`config.mk`:
```
export PLATFORM = sky130hd
export DESIGN_NAME = mips_mem_writeback
export DESIGN_NICKNAME = d
export VERILOG_FILES = /design/src/mips_pkg.sv /design/src/mips_mem_writeback.sv
export SDC_FILE = /design/constraint.sdc
export NUM_CORES = 1
export LEC_CHECK = 0
export BUFFER_PORTS_ARGS = -buffer_cell sky130_fd_sc_hd__buf_2
export CORE_AREA = 2 2 135 137
export DETAILED_ROUTE_END_ITERATION = 16
export DIE_AREA = 0 0 137 139
export PLACE_DENSITY_LB_ADDON = 0.2
export SLEW_MARGIN = 30
export SYNTH_ARGS = -nofsm -noshare
export SYNTH_HDL_FRONTEND = slang
export SYNTH_SLANG_ARGS = --single-unit
```
`constraint.sdc`:
```
create_clock -name vclk -period 1.7
set_clock_uncertainty 0.1 [all_clocks]
set_input_delay 0.255 -clock vclk [all_inputs]
set_output_delay 0.255 -clock vclk [all_outputs]
set_load 0.01 [all_outputs]
```
`src/mips_pkg.sv`:
```
package mips_pkg;

  // First fetch address after reset
  localparam logic [31:0] RESET_VECTOR = 32'hBFC0_0000;
  // Link register for jal
  localparam logic [4:0] REG_RA = 5'd31;

  // Primary opcodes kept in the subset
  typedef enum logic [5:0] {
    OP_SPECIAL = 6'h00,
    OP_J       = 6'h02,
    OP_JAL     = 6'h03,
    OP_BEQ     = 6'h04,
    OP_BNE     = 6'h05,
    OP_ADDIU   = 6'h09,
    OP_SLTI    = 6'h0A,
    OP_SLTIU   = 6'h0B,
    OP_ANDI    = 6'h0C,
    OP_ORI     = 6'h0D,
    OP_XORI    = 6'h0E,
    OP_LUI     = 6'h0F,
    OP_LB      = 6'h20,
    OP_LW      = 6'h23,
    OP_LBU     = 6'h24,
    OP_SB      = 6'h28,
    OP_SW      = 6'h2B
  } opcode_e;

  // SPECIAL function codes
  typedef enum logic [5:0] {
    FN_SLL   = 6'h00,
    FN_SRL   = 6'h02,
    FN_SRA   = 6'h03,
    FN_JR    = 6'h08,
    FN_MFHI  = 6'h10,
    FN_MFLO  = 6'h12,
    FN_MULTU = 6'h19,
    FN_ADDU  = 6'h21,
    FN_SUBU  = 6'h23,
    FN_AND   = 6'h24,
    FN_OR    = 6'h25,
    FN_XOR   = 6'h26,
    FN_NOR   = 6'h27,
    FN_SLT   = 6'h2A,
    FN_SLTU  = 6'h2B
  } funct_e;

  // One fetched word, three overlapping views
  typedef union packed {
    struct packed {
      opcode_e    op;
      logic [4:0] rs;
      logic [4:0] rt;
      logic [4:0] rd;
      logic [4:0] shamt;
      funct_e     funct;
    } r;
    struct packed {
      opcode_e     op;
      logic [4:0]  rs;
      logic [4:0]  rt;
      logic [15:0] imm;
    } i;
    struct packed {
      opcode_e     op;
      logic [25:0] target;
    } j;
  } instr_t;

  typedef enum logic [3:0] {
    ALU_ADD, ALU_SUB, ALU_AND, ALU_OR, ALU_XOR, ALU_NOR,
    ALU_SLT, ALU_SLTU, ALU_SLL, ALU_SRL, ALU_SRA, ALU_LUI
  } alu_op_e;

  // Register write source; link is PC+8
  typedef enum logic [2:0] {WB_ALU, WB_MEM, WB_LINK, WB_HI, WB_LO} wb_src_e;

  typedef enum logic [2:0] {MEM_NONE, MEM_LW, MEM_LB, MEM_LBU, MEM_SW, MEM_SB} mem_op_e;

  typedef enum logic [2:0] {BR_NONE, BR_BEQ, BR_BNE, BR_J, BR_JR} branch_e;

  typedef struct packed {
    alu_op_e    alu_op;
    logic       alu_src_imm;
    logic       imm_zero_ext;
    logic       reg_write;
    logic [4:0] dest_reg;
    wb_src_e    wb_src;
    mem_op_e    mem_op;
    branch_e    branch;
    logic       hilo_write;
  } ctrl_t;

  typedef struct packed {
    logic [31:0] rs_val;
    logic [31:0] rt_val;
    logic [31:0] imm32;
    logic [4:0]  shamt;
  } operands_t;

  typedef struct packed {
    logic        valid;
    logic [31:0] target;
  } redirect_t;

  typedef struct packed {
    logic [31:0] pc_plus4;
    logic [31:0] pc_plus8;
  } fetch_t;

endpackage
```
`src/mips_mem_writeback.sv`:
```
`timescale 1ns/1ps

module mips_mem_writeback (
  input  mips_pkg::ctrl_t  ctrl,
  input  logic [31:0]      alu_result,
  input  logic [31:0]      rt_val,
  input  logic [31:0]      hi,
  input  logic [31:0]      lo,
  input  mips_pkg::fetch_t fetch,
  input  logic [31:0]      data_readdata,
  output logic [31:0]      data_address,
  output logic [31:0]      data_writedata,
  output logic             data_read,
  output logic             data_write,
  output logic             write_en,
  output logic [31:0]      write_data
);

  import mips_pkg::*;

  logic [1:0]  offset;
  logic [7:0]  load_byte;
  logic [31:0] load_value;
  logic [31:0] byte_merged;

  // Word aligned bus address, byte lane kept aside
  assign offset       = alu_result[1:0];
  assign data_address = {alu_result[31:2], 2'b00};

  // sb reads the old word to merge into
  assign data_read  = (ctrl.mem_op == MEM_LW) || (ctrl.mem_op == MEM_LB)
                      || (ctrl.mem_op == MEM_LBU) || (ctrl.mem_op == MEM_SB);
  assign data_write = (ctrl.mem_op == MEM_SW) || (ctrl.mem_op == MEM_SB);

  // Lane 0 is bits 7:0
  always_comb
  begin
    byte_merged = data_readdata;
    case (offset)
      2'd0: byte_merged[7:0]   = rt_val[7:0];
      2'd1: byte_merged[15:8]  = rt_val[7:0];
      2'd2: byte_merged[23:16] = rt_val[7:0];
      default: byte_merged[31:24] = rt_val[7:0];
    endcase
  end

  assign data_writedata = (ctrl.mem_op == MEM_SB) ? byte_merged : rt_val;

  // Same lane order for byte loads
  assign load_byte = data_readdata[offset*8 +: 8];

  always_comb
  begin
    case (ctrl.mem_op)
      MEM_LB:  load_value = {{24{load_byte[7]}}, load_byte};
      MEM_LBU: load_value = {24'b0, load_byte};
      default: load_value = data_readdata;
    endcase
  end

  assign write_en = ctrl.reg_write;

  always_comb
  begin
    case (ctrl.wb_src)
      WB_MEM:  write_data = load_value;
      WB_LINK: write_data = fetch.pc_plus8;
      WB_HI:   write_data = hi;
      WB_LO:   write_data = lo;
      default: write_data = alu_result;
    endcase
  end

  // Word stores must be aligned
  a_sw_aligned: assert final (
    !(data_write && (ctrl.mem_op == MEM_SW) && (offset != 2'd0))
  );

endmodule

```
== After elaboration in Yosys (flattened, before gate mapping) ==
Index checks and enable logic that the tools add are counted.

* Register bits after elaboration: 0
* Input bits: 246
* Output and inout bits: 99

* Shift-type cells: 1
* Reduce and logical (&&, ||, !) cells: 6
* Muxes and demuxes: 7
* Equal/unequal tests: 11

{| class="wikitable"
|+ Operators by type and width
! operator !! number
|-
| 32-bit case mux with 4 select lines || 1
|-
| 32-bit case mux with 2 select lines || 1
|-
| 32-bit two-way mux || 1
|-
| 8-bit two-way mux || 4
|-
| 32-bit by 6-bit variable part select with 8-bit output || 1
|-
| 3-bit by 2-bit == test with 1-bit output (second input constant) || 4
|-
| 3-bit == test (second input constant) || 3
|-
| 3-bit by 1-bit == test with 1-bit output (second input constant) || 2
|-
| 1-bit logical OR || 4
|-
| 3-bit OR reduction || 1
|-
| 2-bit by 1-bit == test with 1-bit output (second input constant) || 1
|-
| 2-bit == test (second input constant) || 1
|-
| 2-bit zero test || 1
|}

== Logic depth before layout (Yosys ltp) ==
Gate-level depths: netlist of run 1.

* Depth in word-level cells: 4
* Mapped depth: 7

== Least setup slack after synthesis of run 1 ==
OpenSTA, ideal clock, no wires.

* Path kind: input-to-output
* Start point: input port ctrl[9] (netlist name)
* End point: output port write_data[10]
* Path slack: -0.067 ns
* Arrival time: 1.412 ns
* Stages on the path: 6
* Cell sequence: buf_6 -> nand2b_4 -> nor3b_4 -> nand3b_4 -> buf_6 -> a31oi_1

* Longest elaborated chain between the ends: 2
* Elaborated cells on any way between the ends: 5
* Classes of those cells: eq/ne (4); mux (1)

{| class="wikitable"
|+ Ends and longest elaborated chain
! element !! RTL line !! source
|-
| from (decl) || mips_mem_writeback.sv:4 || <nowiki>input mips_pkg::ctrl_t ctrl,</nowiki>
|-
| 3-bit == test, or another cell as far along || mips_mem_writeback.sv:65 || <nowiki>case (ctrl.wb_src)</nowiki>
|-
| 32-bit case mux with 4 select lines (*) || mips_mem_writeback.sv:65 ||
|-
| to (decl) || mips_mem_writeback.sv:16 || <nowiki>output logic [31:0] write_data</nowiki>
|}

Every way passes the cells marked *; elsewhere a longest branch is shown, timed or not.

== Final worst setup path of run 1 ==
* Start point: input port ctrl[6] (netlist name)
* End point: output port write_data[15]

* Longest elaborated chain between the ends: 3
* Elaborated cells on any way between the ends: 4
* Classes of those cells: eq/ne (2); mux (2)

{| class="wikitable"
|+ Ends and longest elaborated chain
! element !! RTL line !! source
|-
| 3-bit by 2-bit == test with 1-bit output || mips_mem_writeback.sv:54 || <nowiki>case (ctrl.mem_op)</nowiki>
|-
| 32-bit case mux with 2 select lines (*) || mips_mem_writeback.sv:54 ||
|-
| 32-bit case mux with 4 select lines (*) || mips_mem_writeback.sv:65 ||
|}

Marks and branches as above.

==> flow_metrics.py, run 1 <==
metrics = {
    "logic_synthesis": {
        "ys_types": 25,
        "yosys.area.top_type_share": 0.130,
        "syn_area_per_cell_um2": 5.87,
        "yosysWarnings": 0,
        "synth_largest_area_cell": "nand2_1",
        "synthCells": 410,
        "seq_area_frac_synth": 0,
        "synth_commonest_cells": "nand2_1, nor2_1, o21ai_0",
        "synth_area_um2": 2400,
        "synth.most_common_cell": "nand2_1",
        "ys_top_cells_by_area": "nand2_1, a22oi_1, o21ai_0",
    },
    "drt": {
        "wl_per_cell_um": 18.8,
        "finalWirelength_mm": 17.7,
        "drcViolationCount": 0,
        "drtIter0Drc": 136,
        "num_vias": 4081,
        "ant_nets": 0,
        "avgViaCountPerCell": 4.34,
        "first_pass_iters": 4,
    },
    "setup_path": {
        "cp-end-kind": "output port",
        "crit_arrival_ns": 1.58,
        "path_max_fanout": 5,
        "critPathRequiredTime_ns": 1.34,
        "critPathKind": "in2out",
        "start_kind": "primary input",
    },
    "min_path": {
        "hp-start": "ctrl[15]",
        "hold_path_end": "write_en",
        "worstHoldPathCells": 0,
        "hold_class": "in2out",
    },
    "timing": {
        "timing.hold.ws_ns": 0.410,
        "drv_slew": 0,
        "post-route-period-util": 1.14,
        "setup_tns_ns": -5.69,
        "max_freq_mhz": 516,
        "setup_viol": 40,
        "hold_violations": 0,
        "post-route-min-period_ns": 1.94,
        "rsz0062_at_grt": "yes",
        "finalWorstSetupSlack_ns": -0.238,
    },
    "global_routing": {
        "grt_max_degree": 27,
        "grt_pass1_vias": 4162,
        "overflow": 0,
        "gr-usage-all-layers": 0.169,
        "grt_pass1_wl_mm": 24.4,
        "antenna_found_initial": 1,
    },
    "power": {
        "leakagePower_nw": 2.52,
        "pwr_density_cell_nw_per_um2": 289,
        "ir_worst_vdd_uv": 97.2,
    },
    "floorplanning": {
        "ios": 345,
        "die_x_um": 137,
        "initial_core_util": 0.136,
        "rows": 49,
        "core_um2": 17700,
        "die_area_um2": 19000,
        "die_h_um": 139,
    },
    "layout": {
        "final_nets": 959,
        "seq_cells": 0,
        "multi_input_area_um2": 2360,
        "drive_above_1_share": 0.617,
        "syn_to_final_growth_pct": 113,
        "seqCellArea_um2": 0,
        "design_area_um2": 5110,
        "n_fill_cell": 2010,
        "num-clock-buffers": 0,
    },
    "place": {
        "dp.final_hpwl_mm": 14.3,
        "placed_cell_area_um2": 4410,
        "place_congestion": 0.818,
        "portBuffers": 294,
    },
    "status": {
        "status": "finished with violations",
        "violations": "setup timing",
    },
    "job": {
        "maxCapViolations": 0,
    },
    "clock_tree": {
        "cts_hold_buf": 0,
    },
}
==> per-layer routing <==
layer  track usage  vias to the layer above  wire length, um
met5             0                        -                0
met4       0.00705                        0               82
met3        0.0168                        4             1270
met2         0.332                      186             9130
met1         0.205                     1866             7190
li1              -                     2025                -
==> final cells by class <==
cell class	instances	area share
antenna	1	0.000489
multi-input combinational	342	0.462
timing repair buffer	369	0.482
tap	229	0.0560
==> stage by stage <==
step	cells	total power [mW]	worst slack [ns]	util
6_report	941	1.48	-0.238	0.290
5_1_grt	941	1.61	-0.269	0.290
4_1_cts	934	1.42	-0.226	0.277
3_5_place_dp	921	1.28	-0.400	0.250
3_3_place_gp	921	1.28	-0.379	0.250
2_1_floorplan	411	0.626	-0.0177	-
==> worst max-delay path: stages <==
cell and delay (ns):
buf_6 0.10, and2b_2 0.22, nor3b_4 0.28, nand3b_4 0.14, buf_12 0.16, clkbuf_16 0.16
a31oi_2 0.11, buf_2 0.15
==> report_power, final <==
group          leakage, nW     total, mW  internal, mW  switching [mW]
logic                 2.52          1.48         0.756           0.722
clock network   0.00000634  0.0000000786  0.0000000786               0
registers                0             0             0               0
==> cells in the final DEF (no fill, tap or decap), drive strengths merged <==
master,synthesis,routed
nor3,1,1
clkbuf,21,1
and2b,1,1
a22oi,40,40
a22o,7,7
nand3b,1,1
diode,0,1
buf,49,368
or2,1,1
nand2b,1,1
a21oi,9,9
mux4,1,1
nor2,66,66
nand2,83,83
a31oi,24,24
xnor2,1,1
nor2b,5,6
mux2i,24,24
a211oi,1,1
conb,1,2
o21ai,56,56
and3,1,1
mux2,15,15
nor3b,1,1
==> worst max path at each step <==
stage	startpoint	to	slack [ns]	cells after the start
2_1_floorplan	ctrl[9]	write_data[10]	-0.02	6
3_3_place_gp	alu_result[1]	write_data[2]	-0.38	7
3_5_place_dp	ctrl[9]	write_data[9]	-0.40	6
4_1_cts	ctrl[6]	write_data[13]	-0.23	8
5_1_grt	ctrl[7]	write_data[19]	-0.27	8
6_report	ctrl[6]	write_data[15]	-0.24	8
==> logic make-up (layout without fill, tap and decap cells) <==
| family | after synthesis | count (layout) | synth area share |
|---|---|---|---|
| simple gates | 161 | 162 | 0.283 |
| other cells | 1 | 3 | 0.00156 |
| xor+xnor | 1 | 1 | 0.00364 |
| mux | 40 | 40 | 0.179 |
| buf+inv | 70 | 369 | 0.179 |
| compound gates | 137 | 137 | 0.353 |
==> repair_timing <==
item | in CTS | in global routing
setup buffers | 11 | 7
cloned | 3 | 1
pin swaps | 18 | 5
resized for setup | 75 | 45
endpoints found under the setup margin | 64 | 58
Note: power is estimated with default switching activity, not from simulation.
==> run 2, diff against run 1 <==
--- a/config.mk
+++ b/config.mk
@@ -10,6 +10,7 @@
 export DETAILED_ROUTE_END_ITERATION = 16
 export DIE_AREA = 0 0 137 139
 export PLACE_DENSITY_LB_ADDON = 0.2
+export REMOVE_ABC_BUFFERS = 1
 export SLEW_MARGIN = 30
 export SYNTH_ARGS = -nofsm -noshare
 export SYNTH_HDL_FRONTEND = slang
==> flow_metrics.py, run 2 (synthesis gave the netlist of run 1 again) <==
metrics = {
    "layout": {
        "final_nets": 959,
        "mostFrequentLayoutCells": "buf_2, nand2_1, nor2_1",
        "num-clock-buffers": 0,
        "drive_above_1_share": 0.619,
        "mostFrequentLayoutCell": "buf_2",
        "seqCellArea_um2": 0,
        "syn_to_final_growth_pct": 111,
        "num_antenna_cells": 0,
        "multi_input_area_um2": 2340,
        "n_fill_cell": 2022,
        "seq_cells": 0,
    },
    "timing": {
        "rsz0062_at_grt": "yes",
        "setup_tns_ns": -5.71,
        "max_freq_mhz": 526,
        "post-route-period-util": 1.12,
        "setup_viol": 43,
        "finalWorstSetupSlack_ns": -0.200,
        "hold_violations": 0,
        "post-route-min-period_ns": 1.90,
        "drv_slew": 0,
    },
    "status": {
        "violations": "setup timing",
        "status": "finished with violations",
    },
    "drt": {
        "wl_per_cell_um": 17.9,
        "drcViolationCount": 0,
        "ant_nets": 0,
        "finalWirelength_mm": 16.8,
        "num_vias": 4116,
        "avgViaCountPerCell": 4.38,
        "first_pass_iters": 4,
        "drtIter0Drc": 109,
    },
    "floorplanning": {
        "die_h_um": 139,
        "initial_core_util": 0.136,
        "die_x_um": 137,
        "die_area_um2": 19000,
        "rows": 49,
        "ios": 345,
        "core_um2": 17700,
    },
    "global_routing": {
        "grt_max_degree": 43,
        "antenna_found_initial": 1,
        "gr-usage-all-layers": 0.160,
        "overflow": 0,
        "grt_pass1_wl_mm": 23.5,
        "grt_pass1_vias": 4120,
    },
    "setup_path": {
        "critPathKind": "in2out",
        "path_max_fanout": 9,
        "crit_arrival_ns": 1.54,
        "critPathRequiredTime_ns": 1.34,
        "start_kind": "primary input",
        "endpoint": "write_data[26]",
        "cp-startpoint": "ctrl[6]",
        "cp-end-kind": "output port",
    },
    "power": {
        "p_int_uw": 751,
        "power.switching_uw": 718,
        "p_seq_frac": 0,
        "power_mw": 1.47,
        "p_comb_frac": 1.000,
        "leakagePower_nw": 2.53,
        "ir_worst_vdd_uv": 129,
        "clockPowerShare": 0,
        "pwr_density_cell_nw_per_um2": 289,
        "power_switching_share": 0.489,
    },
    "min_path": {
        "hp-start": "ctrl[15]",
        "hold_class": "in2out",
    },
    "place": {
        "place_congestion": 0.822,
        "portBuffers": 294,
        "dp.final_hpwl_mm": 14.3,
    },
    "job": {
        "maxCapViolations": 0,
    },
    "clock_tree": {
        "cts_hold_buf": 0,
    },
}
## run 2: changes by cell type in the layout (fill, tap and decap cells not counted), moves of 4 or more
cell     delta
a31oi_1     +7
a31oi_4     -6
buf_12      -4
buf_2       +4
buf_8       +5
mux2_2      -6
mux2_4      +6
mux2i_1     -5
o21ai_0     +5
o21ai_1     -5
## run 2: what timing repair did
| item | in CTS | in global routing |
|---|---|---|
| pin swaps | 19 | 6 |
| endpoints found under the setup margin | 64 | 60 |
| cloned | 2 | 1 |
| endpoints found under the hold margin | 0 | 0 |
| setup buffers | 13 | 1 |
| resized for setup | 110 | 37 |
## run 2: layout make-up
type / instances / share of cell area
multi-input cells: 341 / 0.461
well taps: 229 / 0.0564
repair buffers: 370 / 0.483
## run 2: worst min path at each step
stage,cells past startpoint,slack [ns],to
6_report,0,0.41,write_en
5_1_grt,0,0.41,write_en
3_5_place_dp,0,0.41,write_en
4_1_cts,0,0.41,write_en
3_3_place_gp,0,0.41,write_en
2_1_floorplan,0,0.41,data_address[10]
## run 2: critical path, cell delays in order
cell and delay (ns):
buf_6 0.09, and2b_2 0.27, nor3b_4 0.28, nand3b_4 0.14, buf_12 0.18, a31oi_2 0.15
buf_2 0.16
## run 2: through the flow
step / worst slack, ns / instance area, um2 / std cells / hold WS (ns) / utilization
floorplan: -0.569 / 1980 / 341 / 0.410 / -
global placement: -0.453 / 4300 / 924 / 0.411 / 0.244
detailed placement: -0.510 / 4300 / 924 / 0.411 / 0.244
CTS: -0.227 / 4920 / 938 / 0.411 / 0.279
global route: -0.301 / 5080 / 940 / 0.410 / 0.287
finish: -0.200 / 5080 / 940 / 0.410 / 0.287
## run 2: routing by layer
metal | wire length, um | GRT usage
met2 | 8180 | 0.295
met4 | 414 | 0.0347
met1 | 6890 | 0.196
met5 | 16 | 0
met3 | 1290 | 0.0197
## run 2: power by group through the flow
stage	registers, mW	clock network [mW]	logic (mW)
2_1_floorplan	0	0	0.463
3_3_place_gp	0	0	1.25
3_5_place_dp	0	0	1.24
4_1_cts	0	0	1.43
5_1_grt	0	0	1.60
6_report	0	0	1.47
==> run 3, diff against run 2 <==
--- a/config.mk
+++ b/config.mk
@@ -6,9 +6,11 @@
 export NUM_CORES = 1
 export LEC_CHECK = 0
 export BUFFER_PORTS_ARGS = -buffer_cell sky130_fd_sc_hd__buf_2
-export CORE_AREA = 2 2 135 137
+export CELL_PAD_IN_SITES_DETAIL_PLACEMENT = 1
+export CELL_PAD_IN_SITES_GLOBAL_PLACEMENT = 1
+export CORE_AREA = 2 2 134 136
 export DETAILED_ROUTE_END_ITERATION = 16
-export DIE_AREA = 0 0 137 139
+export DIE_AREA = 0 0 136 138
 export PLACE_DENSITY_LB_ADDON = 0.2
 export REMOVE_ABC_BUFFERS = 1
 export SLEW_MARGIN = 30
==> constraint.sdc (replaced) <==
create_clock -name vclk -period 1.6
set_clock_uncertainty 0.1 [all_clocks]
set_input_delay 0.24 -clock vclk [all_inputs]
set_output_delay 0.24 -clock vclk [all_outputs]
set_load 0.01 [all_outputs]
==> flow_metrics.py, run 3 (synthesis gave the netlist of run 1 again) <==
metrics = {
    "place": {
        "placed_cell_area_um2": 4490,
        "dp.final_hpwl_mm": 15.3,
        "place_congestion": 0.785,
        "placed_cells": 936,
        "portBuffers": 294,
    },
    "layout": {
        "seq_cells": 0,
        "num-clock-buffers": 0,
        "drive_above_1_share": 0.633,
        "design_area_um2": 5100,
        "mostFrequentLayoutCell": "buf_2",
        "final_nets": 970,
        "stdcell_count": 952,
        "mostFrequentLayoutCells": "buf_2, nand2_1, nor2_1",
        "seqCellArea_um2": 0,
        "syn_to_final_growth_pct": 112,
    },
    "power": {
        "ir_worst_vdd_uv": 90.2,
        "leakagePower_nw": 2.56,
        "pwr_density_cell_nw_per_um2": 309,
    },
    "status": {
        "violations": "setup timing",
        "status": "finished with violations",
    },
    "floorplanning": {
        "initial_core_util": 0.137,
        "core_um2": 17500,
        "die_h_um": 138,
        "die_area_um2": 18800,
        "ios": 345,
        "rows": 49,
        "die_x_um": 136,
    },
    "setup_path": {
        "cp-end-kind": "output port",
        "critPathRequiredTime_ns": 1.26,
        "start_kind": "primary input",
        "crit_arrival_ns": 1.61,
        "cp-startpoint": "ctrl[6]",
        "critPathKind": "in2out",
        "path_max_fanout": 19,
    },
    "global_routing": {
        "grt_pass1_vias": 4666,
        "antenna_found_initial": 1,
        "gr-usage-all-layers": 0.185,
        "grt_max_degree": 33,
        "overflow": 0,
        "grt_pass1_wl_mm": 27.0,
    },
    "drt": {
        "ant_nets": 0,
        "avgViaCountPerCell": 4.50,
        "drcViolationCount": 0,
        "drtIter0Drc": 107,
        "num_vias": 4282,
        "first_pass_iters": 4,
        "finalWirelength_mm": 18.9,
        "wl_per_cell_um": 19.9,
    },
    "min_path": {
        "hold_class": "in2out",
        "worstHoldPathCells": 0,
        "hp-start": "ctrl[15]",
        "hold_path_end": "write_en",
    },
    "timing": {
        "post-route-period-util": 1.22,
        "max_freq_mhz": 512,
        "finalWorstSetupSlack_ns": -0.351,
        "post-route-min-period_ns": 1.95,
        "setup_tns_ns": -15.79,
        "hold_violations": 0,
        "drv_slew": 0,
        "rsz0062_at_grt": "yes",
        "setup_viol": 64,
    },
    "clock_tree": {
        "cts_hold_buf": 0,
    },
    "job": {
        "maxCapViolations": 0,
    },
}
run 3: cell types whose count changed in the layout (fill, tap and decap cells not counted), sizes merged:
cell,previous run,this run
buf,368,379
bufbuf,1,0
clkbuf,1,2
diode,0,1
run 3: repair_timing:
item	in CTS	in global routing
pin swaps	23	21
gates cloned	1	3
setup endpoints to repair	64	64
setup buffers	11	4
resized for setup	68	50
run 3: critical path, cell delays in order:
cell and delay, ns:
buf_6 0.09, and2b_2 0.26, nor3b_4 0.24, buf_6 0.14
nand3b_4 0.09, buf_12 0.17, a31oi_2 0.19, buf_2 0.16
run 3: metrics by stage:
step                      utilization  hold WS, ns  power (mW)  setup WS (ns)
after floorplan                     -        0.380       0.492         -0.639
after global placement          0.256        0.380        1.40         -0.398
after detailed placement        0.256        0.380        1.41         -0.456
after CTS                       0.279        0.380        1.53         -0.324
after global routing            0.290        0.380        1.71         -0.410
final                           0.291        0.380        1.58         -0.351
run 3: cell type report:
type / count / area [um2]
well taps: 229 / 287
repair buffers: 381 / 2510
fillers: 2254 / 12400
multi-input cells: 341 / 2290
diodes: 1 / 2.50
run 3: worst max-delay path by stage:
stage	slack, ns	to	cells after the start
final	-0.35	write_data[11]	8
after global routing	-0.41	write_data[11]	8
after CTS	-0.32	write_data[8]	8
after detailed placement	-0.46	write_data[25]	7
after global placement	-0.40	write_data[5]	8
after floorplan	-0.64	write_data[10]	4
run 3: power by group:
| part | leakage (nW) | internal, mW | switching, mW |
|---|---|---|---|
| sequential | 0 | 0 | 0 |
| combinational | 2.56 | 0.782 | 0.793 |
| clock | 0.00000634 | 0.0000000835 | 0 |
run 3: routing by layer:
metal	track usage	up-vias	share of wire
li1	-	2051	-
met1	0.232	2026	0.43
met2	0.349	193	0.50
met3	0.0227	10	0.064
met4	0.00822	2	0.0084
met5	0	-	0.00084
